--- src/logic/scaler_pkg.sv ---
// ********************
// scaler package
// raster constants, colour widths and the host write word
// ********************

package scaler_pkg;

    // colour
    localparam int CHANW = 4;          // bits per colour channel
    localparam int COLRW = 3 * CHANW;  // rgb, three channels
    localparam int CIDXW = 4;          // colour index, 16 palette entries

    // screen coordinates
    localparam int CORDW = 7;  // unsigned, covers H_TOTAL

    // raster, sized to the coordinate width
    localparam logic [CORDW-1:0] H_ACTIVE = 7'd64;  // 16 fb pixels x4
    localparam logic [CORDW-1:0] H_TOTAL  = 7'd88;  // 24 blanking clocks for the line fetch
    localparam logic [CORDW-1:0] V_ACTIVE = 7'd48;  // 12 fb lines x4
    localparam logic [CORDW-1:0] V_TOTAL  = 7'd52;

    // framebuffer addressing
    localparam int FB_ADDRW = 8;  // 192 pixels fit

    // host write word, fb or palette view picked by wr_target
    typedef union packed {
        struct packed {
            logic [FB_ADDRW-1:0] addr;   // row*width + col
            logic [3:0]          spare;  // ignored
            logic [CIDXW-1:0]    cidx;
        } fb;
        struct packed {
            logic [CIDXW-1:0] idx;   // palette entry
            logic [COLRW-1:0] colr;  // {r, g, b}
        } pal;
    } host_word_u;

endpackage

--- src/logic/display_timing.sv ---
// ********************
// display timing
// raster counters with de, frame and line load pulses
// ********************

module display_timing (
    input  logic                          clk_pix,
    input  logic                          rst,
    output logic [scaler_pkg::CORDW-1:0]  sx,         // horizontal position
    output logic [scaler_pkg::CORDW-1:0]  sy,         // vertical position
    output logic                          de,         // active area
    output logic                          frame,      // start of frame
    output logic                          line_load   // start of h blanking
);

    // raster counters
    always_ff @(posedge clk_pix) begin
        if (rst) begin
            sx <= '0;
            sy <= '0;
        end else if (sx == scaler_pkg::H_TOTAL - 1'b1) begin  // end of line
            sx <= '0;
            if (sy == scaler_pkg::V_TOTAL - 1'b1) begin
                sy <= '0;  // wrap to top
            end else begin
                sy <= sy + 1'b1;
            end
        end else begin
            sx <= sx + 1'b1;
        end
    end

    // decoded straight from the counters, same cycle as sx/sy
    always_comb begin
        de        = (sx < scaler_pkg::H_ACTIVE) && (sy < scaler_pkg::V_ACTIVE);
        frame     = (sx == '0) && (sy == '0);
        line_load = (sx == scaler_pkg::H_ACTIVE);  // every line, scaler decides use
    end

    // line never runs past its last clock
    a_sx_range: assert property (
        @(posedge clk_pix) disable iff (rst)
        sx < scaler_pkg::H_TOTAL
    );

endmodule

--- src/logic/fb_line_scaler.sv ---
// ********************
// framebuffer line scaler
// fb memory, line fetch into the linebuffer, x and y replication
// ********************

module fb_line_scaler #(
    parameter int FB_WIDTH  = 16,  // fb pixels per line
    parameter int FB_HEIGHT = 12,  // fb lines
    parameter int SCALE     = 4    // screen pixels per fb pixel, both axes
) (
    input  logic                             clk_pix,
    input  logic                             rst,
    input  logic [scaler_pkg::CORDW-1:0]     sx,
    input  logic [scaler_pkg::CORDW-1:0]     sy,
    input  logic                             line_load,
    input  logic                             fb_we,
    input  logic [scaler_pkg::FB_ADDRW-1:0]  fb_waddr,
    input  logic [scaler_pkg::CIDXW-1:0]     fb_wcidx,
    output logic [scaler_pkg::CIDXW-1:0]     lb_cidx   // index for sx of last cycle
);

    localparam int FB_PIXELS = FB_WIDTH * FB_HEIGHT;
    localparam int LBW       = $clog2(FB_WIDTH);  // linebuffer address width

    if (FB_WIDTH * SCALE != scaler_pkg::H_ACTIVE ||
        FB_HEIGHT * SCALE != scaler_pkg::V_ACTIVE) begin : g_size_check
        $error("framebuffer size times scale does not match the active area");
    end

    logic [scaler_pkg::CIDXW-1:0]    fb_mem [FB_PIXELS];
    logic [scaler_pkg::CIDXW-1:0]    lb_mem [FB_WIDTH];
    logic [scaler_pkg::CORDW-1:0]    next_sy;     // line after this one
    logic                            need_fetch;  // next line starts a new fb row
    logic [scaler_pkg::FB_ADDRW-1:0] row_base;
    logic                            fetch_act;
    logic [LBW-1:0]                  fetch_cnt;   // fb column being read
    logic [scaler_pkg::FB_ADDRW-1:0] fb_raddr;
    logic [scaler_pkg::CIDXW-1:0]    fb_rdata;
    logic                            lb_we;       // one cycle behind the read
    logic [LBW-1:0]                  lb_waddr;

    // which fb row the next display line needs
    always_comb begin
        next_sy    = (sy == scaler_pkg::V_TOTAL - 1'b1) ? '0 : sy + 1'b1;  // last line refetches row 0
        need_fetch = (next_sy < scaler_pkg::V_ACTIVE) && (next_sy % SCALE == 0);
        row_base   = scaler_pkg::FB_ADDRW'((next_sy / SCALE) * FB_WIDTH);
    end

    // host writes
    always_ff @(posedge clk_pix) begin
        if (fb_we) fb_mem[fb_waddr] <= fb_wcidx;
    end

    // registered read, latency 1
    always_ff @(posedge clk_pix) begin
        fb_rdata <= fb_mem[fb_raddr];
    end

    // fetch control, 16 reads then the trailing lb write
    always_ff @(posedge clk_pix) begin
        if (rst) begin
            fetch_act <= 1'b0;
            lb_we     <= 1'b0;
        end else begin
            lb_we <= fetch_act;
            if (line_load && need_fetch) begin
                fetch_act <= 1'b1;
            end else if (fetch_act && fetch_cnt == LBW'(FB_WIDTH - 1)) begin
                fetch_act <= 1'b0;  // last column issued
            end
        end
    end

    // fetch address walk
    always_ff @(posedge clk_pix) begin
        lb_waddr <= fetch_cnt;
        if (line_load && need_fetch) begin
            fb_raddr  <= row_base;
            fetch_cnt <= '0;
        end else if (fetch_act) begin
            fb_raddr  <= fb_raddr + 1'b1;
            fetch_cnt <= fetch_cnt + 1'b1;
        end
    end

    // linebuffer fill, only in h blanking
    always_ff @(posedge clk_pix) begin
        if (lb_we) lb_mem[lb_waddr] <= fb_rdata;
    end

    // horizontal replication, each entry read for SCALE clocks
    always_ff @(posedge clk_pix) begin
        lb_cidx <= lb_mem[LBW'(sx / SCALE)];
    end

    // fill never overlaps the visible part of a line
    a_fill_in_blank: assert property (
        @(posedge clk_pix) disable iff (rst)
        lb_we |-> sx >= scaler_pkg::H_ACTIVE
    );

endmodule

--- src/logic/host_write_port.sv ---
// ********************
// host write port
// four-phase req/ack slave, one fb or palette write per word
// ********************

module host_write_port (
    input  logic                             clk_pix,
    input  logic                             rst,
    input  logic                             wr_req,
    input  logic                             wr_target,  // 0 fb, 1 palette
    input  scaler_pkg::host_word_u           wr_word,
    output logic                             wr_ack,
    output logic                             fb_we,
    output logic [scaler_pkg::FB_ADDRW-1:0]  fb_waddr,
    output logic [scaler_pkg::CIDXW-1:0]     fb_wcidx,
    output logic                             pal_we,
    output logic [scaler_pkg::CIDXW-1:0]     pal_widx,
    output logic [scaler_pkg::COLRW-1:0]     pal_wcolr
);

    typedef enum logic [1:0] {
        IDLE,
        WRITE,
        ACK_HELD
    } state_t;

    state_t                 state;
    scaler_pkg::host_word_u word_q;    // held for the whole handshake
    logic                   target_q;

    // control
    always_ff @(posedge clk_pix) begin
        if (rst) begin
            state  <= IDLE;
            wr_ack <= 1'b0;
            fb_we  <= 1'b0;
            pal_we <= 1'b0;
        end else begin
            fb_we  <= 1'b0;  // single cycle pulses
            pal_we <= 1'b0;
            case (state)
                IDLE: if (wr_req) state <= WRITE;  // word captured below
                WRITE: begin
                    fb_we  <= !target_q;
                    pal_we <= target_q;
                    state  <= ACK_HELD;
                end
                ACK_HELD: begin
                    wr_ack <= wr_req;  // rises with the write, drops after req
                    if (wr_ack && !wr_req) state <= IDLE;
                end
                default: state <= IDLE;
            endcase
        end
    end

    // payload capture
    always_ff @(posedge clk_pix) begin
        if (state == IDLE && wr_req) begin
            word_q   <= wr_word;
            target_q <= wr_target;
        end
    end

    // both views of the held word
    assign fb_waddr  = word_q.fb.addr;
    assign fb_wcidx  = word_q.fb.cidx;
    assign pal_widx  = word_q.pal.idx;
    assign pal_wcolr = word_q.pal.colr;

    // ack only rises while req is still up
    a_ack_needs_req: assert property (
        @(posedge clk_pix) disable iff (rst)
        $rose(wr_ack) |-> wr_req
    );

    // no new request until the last ack is gone
    a_req_after_ack: assert property (
        @(posedge clk_pix) disable iff (rst)
        $rose(wr_req) |-> !wr_ack
    );

endmodule

--- src/logic/palette_paint.sv ---
// ********************
// palette painter
// palette lookup, position alignment, blanking, output regs
// ********************

module palette_paint (
    input  logic                                 clk_pix,
    input  logic                                 rst,
    input  logic [scaler_pkg::CORDW-1:0]         sx,
    input  logic [scaler_pkg::CORDW-1:0]         sy,
    input  logic                                 de,
    input  logic                                 frame,
    input  logic [scaler_pkg::CIDXW-1:0]         lb_cidx,  // one cycle behind sx
    input  logic                                 pal_we,
    input  logic [scaler_pkg::CIDXW-1:0]         pal_widx,
    input  logic [scaler_pkg::COLRW-1:0]         pal_wcolr,
    output logic [scaler_pkg::CORDW-1:0]         out_sx,
    output logic [scaler_pkg::CORDW-1:0]         out_sy,
    output logic                                 out_de,
    output logic                                 out_frame,
    output logic [2*scaler_pkg::CHANW-1:0]       out_r,
    output logic [2*scaler_pkg::CHANW-1:0]       out_g,
    output logic [2*scaler_pkg::CHANW-1:0]       out_b
);

    logic [scaler_pkg::COLRW-1:0] pal_mem [2**scaler_pkg::CIDXW];
    logic [scaler_pkg::COLRW-1:0] pal_colr;          // two cycles behind sx
    logic [scaler_pkg::CORDW-1:0] sx_d1, sx_d2;
    logic [scaler_pkg::CORDW-1:0] sy_d1, sy_d2;
    logic                         de_d1, de_d2;
    logic                         frame_d1, frame_d2;
    logic [scaler_pkg::CHANW-1:0] paint_r, paint_g, paint_b;

    always_ff @(posedge clk_pix) begin
        if (pal_we) pal_mem[pal_widx] <= pal_wcolr;
    end

    always_ff @(posedge clk_pix) begin
        pal_colr <= pal_mem[lb_cidx];  // lb read + this = 2 cycles
    end

    // position delay to meet the palette output
    always_ff @(posedge clk_pix) begin
        sx_d1 <= sx;
        sx_d2 <= sx_d1;
        sy_d1 <= sy;
        sy_d2 <= sy_d1;
    end

    always_ff @(posedge clk_pix) begin
        if (rst) begin
            {de_d1, de_d2}       <= '0;
            {frame_d1, frame_d2} <= '0;
        end else begin
            de_d1    <= de;
            de_d2    <= de_d1;
            frame_d1 <= frame;
            frame_d2 <= frame_d1;
        end
    end

    // black outside the active area
    always_comb begin
        {paint_r, paint_g, paint_b} = de_d2 ? pal_colr : '0;
    end

    // output regs, total latency 3
    always_ff @(posedge clk_pix) begin
        if (rst) begin
            out_de    <= 1'b0;
            out_frame <= 1'b0;
            out_r     <= '0;
            out_g     <= '0;
            out_b     <= '0;
        end else begin
            out_de    <= de_d2;
            out_frame <= frame_d2;
            out_r     <= {2{paint_r}};  // 4 to 8 bits, f -> ff
            out_g     <= {2{paint_g}};
            out_b     <= {2{paint_b}};
        end
    end

    always_ff @(posedge clk_pix) begin
        out_sx <= sx_d2;
        out_sy <= sy_d2;
    end

endmodule

--- src/logic/scaled_display_top.sv ---
// ********************
// scaled display top
// timing, host port, line scaler and palette painter
// ********************

module scaled_display_top #(
    parameter int FB_WIDTH  = 16,
    parameter int FB_HEIGHT = 12,
    parameter int SCALE     = 4
) (
    input  logic                                 clk_pix,
    input  logic                                 rst,
    input  logic                                 wr_req,
    input  logic                                 wr_target,
    input  scaler_pkg::host_word_u               wr_word,
    output logic                                 wr_ack,
    output logic [scaler_pkg::CORDW-1:0]         out_sx,
    output logic [scaler_pkg::CORDW-1:0]         out_sy,
    output logic                                 out_de,
    output logic                                 out_frame,
    output logic [2*scaler_pkg::CHANW-1:0]       out_r,
    output logic [2*scaler_pkg::CHANW-1:0]       out_g,
    output logic [2*scaler_pkg::CHANW-1:0]       out_b
);

    // raster
    logic [scaler_pkg::CORDW-1:0]    sx, sy;
    logic                            de, frame, line_load;
    // host writes
    logic                            fb_we, pal_we;
    logic [scaler_pkg::FB_ADDRW-1:0] fb_waddr;
    logic [scaler_pkg::CIDXW-1:0]    fb_wcidx, pal_widx;
    logic [scaler_pkg::COLRW-1:0]    pal_wcolr;
    // scaled index
    logic [scaler_pkg::CIDXW-1:0]    lb_cidx;

    display_timing u_timing (
        .clk_pix, .rst, .sx, .sy, .de, .frame, .line_load
    );

    host_write_port u_host (
        .clk_pix, .rst, .wr_req, .wr_target, .wr_word, .wr_ack,
        .fb_we, .fb_waddr, .fb_wcidx, .pal_we, .pal_widx, .pal_wcolr
    );

    fb_line_scaler #(
        .FB_WIDTH(FB_WIDTH),
        .FB_HEIGHT(FB_HEIGHT),
        .SCALE(SCALE)
    ) u_scaler (
        .clk_pix, .rst, .sx, .sy, .line_load,
        .fb_we, .fb_waddr, .fb_wcidx, .lb_cidx
    );

    palette_paint u_paint (
        .clk_pix, .rst, .sx, .sy, .de, .frame, .lb_cidx,
        .pal_we, .pal_widx, .pal_wcolr,
        .out_sx, .out_sy, .out_de, .out_frame, .out_r, .out_g, .out_b
    );

endmodule

--- config.mk ---
export PLATFORM = sky130hd
export DESIGN_NAME = scaled_display_top
export DESIGN_NICKNAME = d
export VERILOG_FILES = /design/src/logic/scaler_pkg.sv /design/src/logic/display_timing.sv /design/src/logic/fb_line_scaler.sv /design/src/logic/host_write_port.sv /design/src/logic/palette_paint.sv /design/src/logic/scaled_display_top.sv
export SDC_FILE = /design/constraint.sdc
export NUM_CORES = 1
export LEC_CHECK = 0
export BUFFER_PORTS_ARGS = -buffer_cell sky130_fd_sc_hd__buf_4
export CORE_MARGIN = 8
export CORE_UTILIZATION = 35
export DETAILED_ROUTE_END_ITERATION = 10
export PLACE_DENSITY = 0.55
export SYNTH_ARGS = -nofsm -noshare
export SYNTH_HDL_FRONTEND = slang
export SYNTH_SLANG_ARGS = --single-unit
--- constraint.sdc ---
create_clock -name clk_pix -period 4.5 [get_ports clk_pix]
set_input_delay 0.45 -clock clk_pix [delete_from_list [all_inputs] [get_ports clk_pix]]
set_output_delay 0.45 -clock clk_pix [all_outputs]
set_load 0.02 [all_outputs]
Word-level counts from Yosys, hierarchy flattened --
Memories as Yosys holds them, arrays and structs flattened. A register that Yosys moved wholly into a read port is not among the register bits. Cells that the tools add are included. Widths: inputs -> output; s select.
Word-level totals: bits in registers 126, memory bits (writable) 1024, input bits 20, output and inout bits 41, logic and storage cells 81, memories kept 3
Memory list:
- u_scaler.fb_mem | words 192, width 4, rd ports 1, clocked after Yosys merged registers in 1, write ports 1, line fb_line_scaler.sv:30 | logic [scaler_pkg::CIDXW-1:0] fb_mem [FB_PIXELS];
- u_paint.pal_mem | words 16, width 12, rd ports 1, clocked after Yosys merged registers in 1, write ports 1, line palette_paint.sv:26 | logic [scaler_pkg::COLRW-1:0] pal_mem [2**scaler_pkg::CIDXW];
- u_scaler.lb_mem | words 16, width 4, rd ports 1, clocked after Yosys merged registers in 1, write ports 1, line fb_line_scaler.sv:31 | logic [scaler_pkg::CIDXW-1:0] lb_mem [FB_WIDTH];
Operators by class: add/sub/neg operators 4, magnitude comparators 3, eq/ne operators 8, muxes and demuxes 15, bitwise logic cells 1, reductions and logical operators 18
Operators by type and width (number):
- $logic_not 32->1 | 1
- $mux 8 | 2
- $add 7x1->7 const B | 2
- $eq 7x7->1 const B | 2
- $logic_not 7->1 | 2
- $lt 7x6->1 const B | 2
- $mux 12 | 1
- $add 8x1->8 const B | 1
- $mux 1 | 8
- $eq 7x6->1 const B | 1
- $logic_and 1x1->1 | 7
- $lt 7x7->1 const B | 1
- $mux 7 | 1
- $pmux 2 s3 | 1
- $add 4x1->4 const B | 1
- $eq 4x4->1 const B | 1
- $mux 2 | 2
- $reduce_bool 2->1 | 2
- $reduce_or 2->1 | 2
- $eq 2x1->1 const B | 1
- $eq 2x2->1 const B | 1
- $logic_not 1->1 | 2
- $logic_not 2->1 | 1
- $ne 2x1->1 const B | 1
- 3 further kinds | 3

Logic depth before layout (Yosys ltp) --
word-level depth 6, mapped depth 9, depth with buffers taken out 6

Modules after synthesis --
A second synthesis with hierarchy kept.
Unflattened totals: cells, all modules 2354, area, all modules 44858.0 um^2
Modules (own cells, without submodules):
- fb_line_scaler | instances 1, cells an instance 1799, area each 34307.9 um^2, sequential area each 25544.5 um^2
- palette_paint | instances 1, cells an instance 420, area each 9007.4 um^2, sequential area each 7206.9 um^2
- host_write_port | instances 1, cells an instance 45, area each 778.2 um^2, sequential area each 610.6 um^2
- display_timing | instances 1, cells an instance 90, area each 764.5 um^2, sequential area each 280.3 um^2

Worst setup path before layout --
Ideal clock, no wire load.
kind flip-flop to flip-flop, from reg u_host.word_q[0] (netlist bit), to mem u_paint.pal_mem[0][0] (netlist bit) (data pin), setup time 0.702 ns, arrival 2.679 ns, required time 3.798 ns, path slack 1.119 ns, stages on the path, launching flop included 1, path buffers 0, period minus slack after synthesis 3.381 ns, path through edfxtp_1
RTL lines:
- start: declaration | line host_write_port.sv:28 | scaler_pkg::host_word_u word_q;
- start signal: assignment | line host_write_port.sv:60 | word_q <= wr_word;
- end: declaration | line palette_paint.sv:26
Straight into the memory's write port.

Final worst setup path --
from reg u_host.word_q[10] (netlist bit), to mem u_scaler.fb_mem[35][2] (netlist bit), enable pin
RTL lines (line):
- end: declaration | fb_line_scaler.sv:30
Straight into the memory's write port.

==> metrics.md <==
| Metric | Value |
|---|---|
| WL per Instance | `between 20 and 25 microns` |
| CTS tree | `built` |
| H-tree depth | `3` |
| Routability cong. | `0.822` |
| CTS Buffer Depth | `3` |
| Met2 WL | `between 50 and 60 mm` |
| Worst-path fanout max | `20` |
| Die area | `around 0.14 sq mm` |
| Fin Setup TNS | `0 ns` |
| Max cap viols | `0` |
| Post-Layout Cell Count | `just over 4000` |
| Pwr per Cell Area | `about 430 mW/mm^2` |
| Crit path cell chain | `nor3b_1 -> nand3_1 -> nor2_1` |
| Vias in the first global route | `approximately 23000` |
| Dpl cells | `3920` |
| First-pass GRT wire length | `approximately 150 mm` |
| Antenna-violating nets left | `0` |
| Syn nets | `2318` |
| RSZ-0062 raised after global routing | `false` |
| Layout cells sized above 1 | `around 24%` |
| Hold WC Path Type | `input port to flip-flop` |
| Net Sw Power | `between 4 and 5 mW` |
| Total grt overflow | `0` |
| CTS sink cnt | `around 1200` |
| Crit-path slowest cell | `nand3_1` |
| Met3 routed WL | `5.95 mm` |
| Bufs and invs on worst path | `0` |
| WHS | `roughly 0.13 ns` |
| Clk_skew | `between 0.015 and 0.02 ns` |
| All-Layer GR Usage | `between 10 and 15%` |
| Commonest non-fill, non-tap cell in the layout | `edfxtp_1` |
| CTS Buf Count | `115` |
| Initial antenna violation count | `4` |
| Core area | `0.127 sq mm` |
| Multi-input logic area | `approximately 0.010 sq mm` |
| I/O Pins | `a little over 60` |
| Final critical-path required period | `3.25 ns` |
| Vert. Die Dim | `roughly 370 microns` |
| Post-synthesis instance total | `roughly 2300` |
| Sw frac | `between 20% and 30%` |
| #FFs+latches synth | `1158` |
| Register area | `between 0.03 and 0.04 sq mm` |
| Int Pwr | `17.4 mW` |
| Slowest cell delay on critical path | `roughly 0.97 ns` |
| Slew headroom | `19.1%` |
| Via count | `approximately 22000` |
| Clk Latency, worst-skew pair | `0.71 ns` |
| Final worst setup slack | `approximately 1.2 ns` |
| Area grow syn2layout | `13.6%` |
| Async SR Flop Fraction | `0%` |
| First-pass DRT Iterations | `5` |
| Final #Nets | `between 2000 and 2500` |
| CTS root buffer | `clkbuf_16` |
| Via density | `between 5 and 6` |
| Crit. End Element | `flip-flop` |
| Syn_area_per_cell | `19.4 sq um` |
| Synth Flop Type | `edfxtp_1` |
| Seq pwr share | `a little over half` |
| Design area | `between 0.05 and 0.06 sq mm` |
| Synth unique cells | `55` |
| Status | `completed` |
| Gate power share | `under 10%` |
| Initial DRC count | `roughly 1900` |
| Wl on met1 | `44.5 mm` |
| Leakage | `approximately 15 nW` |
| Critical path class | `flip-flop to flip-flop` |
| Fmax achieved | `slightly above 300 MHz` |
| Post-synthesis instance area | `roughly 0.045 sq mm` |
| Antenna cells | `0` |
| Crit path arrival time | `3.59 ns` |
| Fillcell total | `between 10000 and 15000` |
| Synth warn | `0` |
| Initial Util | `35.1%` |
| # rows | `approximately 130` |
| CP delay by family, top | `simple AND/OR/NAND/NOR gates` |
| DPL Wire Length | `roughly 60 mm` |
| Max-slew violations | `0` |
| Clock Pin Slew Worst Setup and Hold Paths | `about 0.060 ns` |
| # resized after CTS | `0` |
| CP required | `around 4.8 ns` |
| PortBufs | `60` |
| Startpoint Class | `flip-flop` |
| Commonest cells after routing, fill and taps aside | `1045 x edfxtp_1, 248 x nor2_1, 216 x mux4_2` |
| Sequential share of the synthesized area | `between 70 and 80%` |
| Final Hold Fails | `0` |
| Largest net degree at the start of global routing | `about 210` |
| Post-synth EDFFs | `1045` |
| Clock power frac | `43.8%` |
| Die width | `~370 microns` |
| Routed wire length | `a little over 100 mm` |
| Max layer used | `met4` |
| Setup Slack @ Placement | `between 1 and 1.5 ns` |
| VDD IR max | `around 300 uV` |
| Final Setup Violations | `0` |
| Area after DPL | `~0.047 sq mm` |
| Final period utilization | `between 70% and 80%` |
| Post-route DRC | `0` |
| Worst slew pin tran | `around 1.2 ns` |
kinds of logic (layout without fill, tap and decap cells):
group,after synthesis,count (layout),synth area share [%]
flops,1158,1158,75.5
simple gates,451,451,4.50
mux,378,378,15.1
buf+inv,151,348,2.21
compound gates,127,127,2.14
xor+xnor,19,19,0.373
fa+ha+maj,7,7,0.197
per-stage QoR:
| step | utilization [%] | total power, mW |
|---|---|---|
| after floorplan | - | 12.3 |
| after global placement | 36.7 | 12.5 |
| after detailed placement | 36.7 | 12.5 |
| after CTS | 39.9 | 22.0 |
| after global routing | 39.9 | 22.4 |
| final | 39.9 | 21.8 |
synthesized netlist by cell type (9+ instances only):
cell type | n | share of area, %
nor3_1 | 20 | 0.22
nand3_1 | 15 | 0.17
a22oi_1 | 42 | 0.71
o2111ai_1 | 32 | 0.63
mux4_2 | 216 | 11
mux2i_1 | 73 | 1.6
clkbuf_1 | 53 | 0.45
buf_6 | 21 | 0.53
mux2_2 | 81 | 2.0
nor2b_1 | 18 | 0.25
nor2_1 | 252 | 2.1
buf_4 | 29 | 0.49
dfxtp_1 | 113 | 5.1
nand2b_1 | 9 | 0.13
and2_1 | 17 | 0.24
xor2_1 | 11 | 0.22
nand2_1 | 74 | 0.62
nand4_1 | 19 | 0.27
edfxtp_1 | 1045 | 70
buf_2 | 27 | 0.30
final cells by class:
| type | instances | area share [%] |
|---|---|---|
| clock buffer | 145 | 6.21 |
| clock inverter | 67 | 1.27 |
| inverter | 7 | 0.0519 |
| multi-input combinational | 982 | 19.7 |
| sequential | 1158 | 66.5 |
| tap | 1662 | 4.11 |
| timing repair buffer | 129 | 2.15 |
sequential cells by signal, summed over array words and instances, names as in the netlist, 8 cells and up:
| signal | count |
|---|---|
| u_paint.pal_colr | 12 |
| u_host.word_q | 16 |
| u_scaler.fb_raddr | 8 |
| u_scaler.lb_mem | 64 |
| u_paint.pal_mem | 192 |
| u_scaler.fb_mem | 768 |
layer usage:
layer  global-route usage [%]  vias up
met1                     20.0    11400
met2                     23.8      651
li1                         -     9382
met5                        0        -
met4                     3.71        0
met3                     2.40      155
path summary, 6_finish.rpt:
kind	slack (ns)	cells past startpoint	start	to
worst max-delay path	1.25	3	u_host.word_q[10]$_DFFE_PP_	u_scaler.fb_mem[35][2]$_DFFE_PP_
worst min-delay path	0.13	2	rst	u_timing.sy[3]$_SDFFE_PP0P_
worst max register to register	1.25	3	u_host.word_q[10]$_DFFE_PP_	u_scaler.fb_mem[35][2]$_DFFE_PP_
worst min register to register	0.33	0	u_paint.sx_d2[3]$_DFF_P_	u_paint.out_sx[3]$_DFF_P_
timing repair:
action	CTS	global route
setup buffers	0	0
hold endpoints to repair	18	0
hold buffers	18	0
power by group through the flow:
| stage | Clock (mW) | Sequential (mW) | Combinational (mW) |
|---|---|---|---|
| after CTS | 9.73 | 11.8 | 0.408 |
| after global placement | 0 | 12.1 | 0.384 |
| final | 9.53 | 11.8 | 0.397 |
| after global routing | 10.1 | 11.9 | 0.432 |
| after detailed placement | 0 | 12.1 | 0.395 |
| after floorplan | 0 | 12.1 | 0.146 |
No activity file was read; power rests on OpenSTA's default activity.
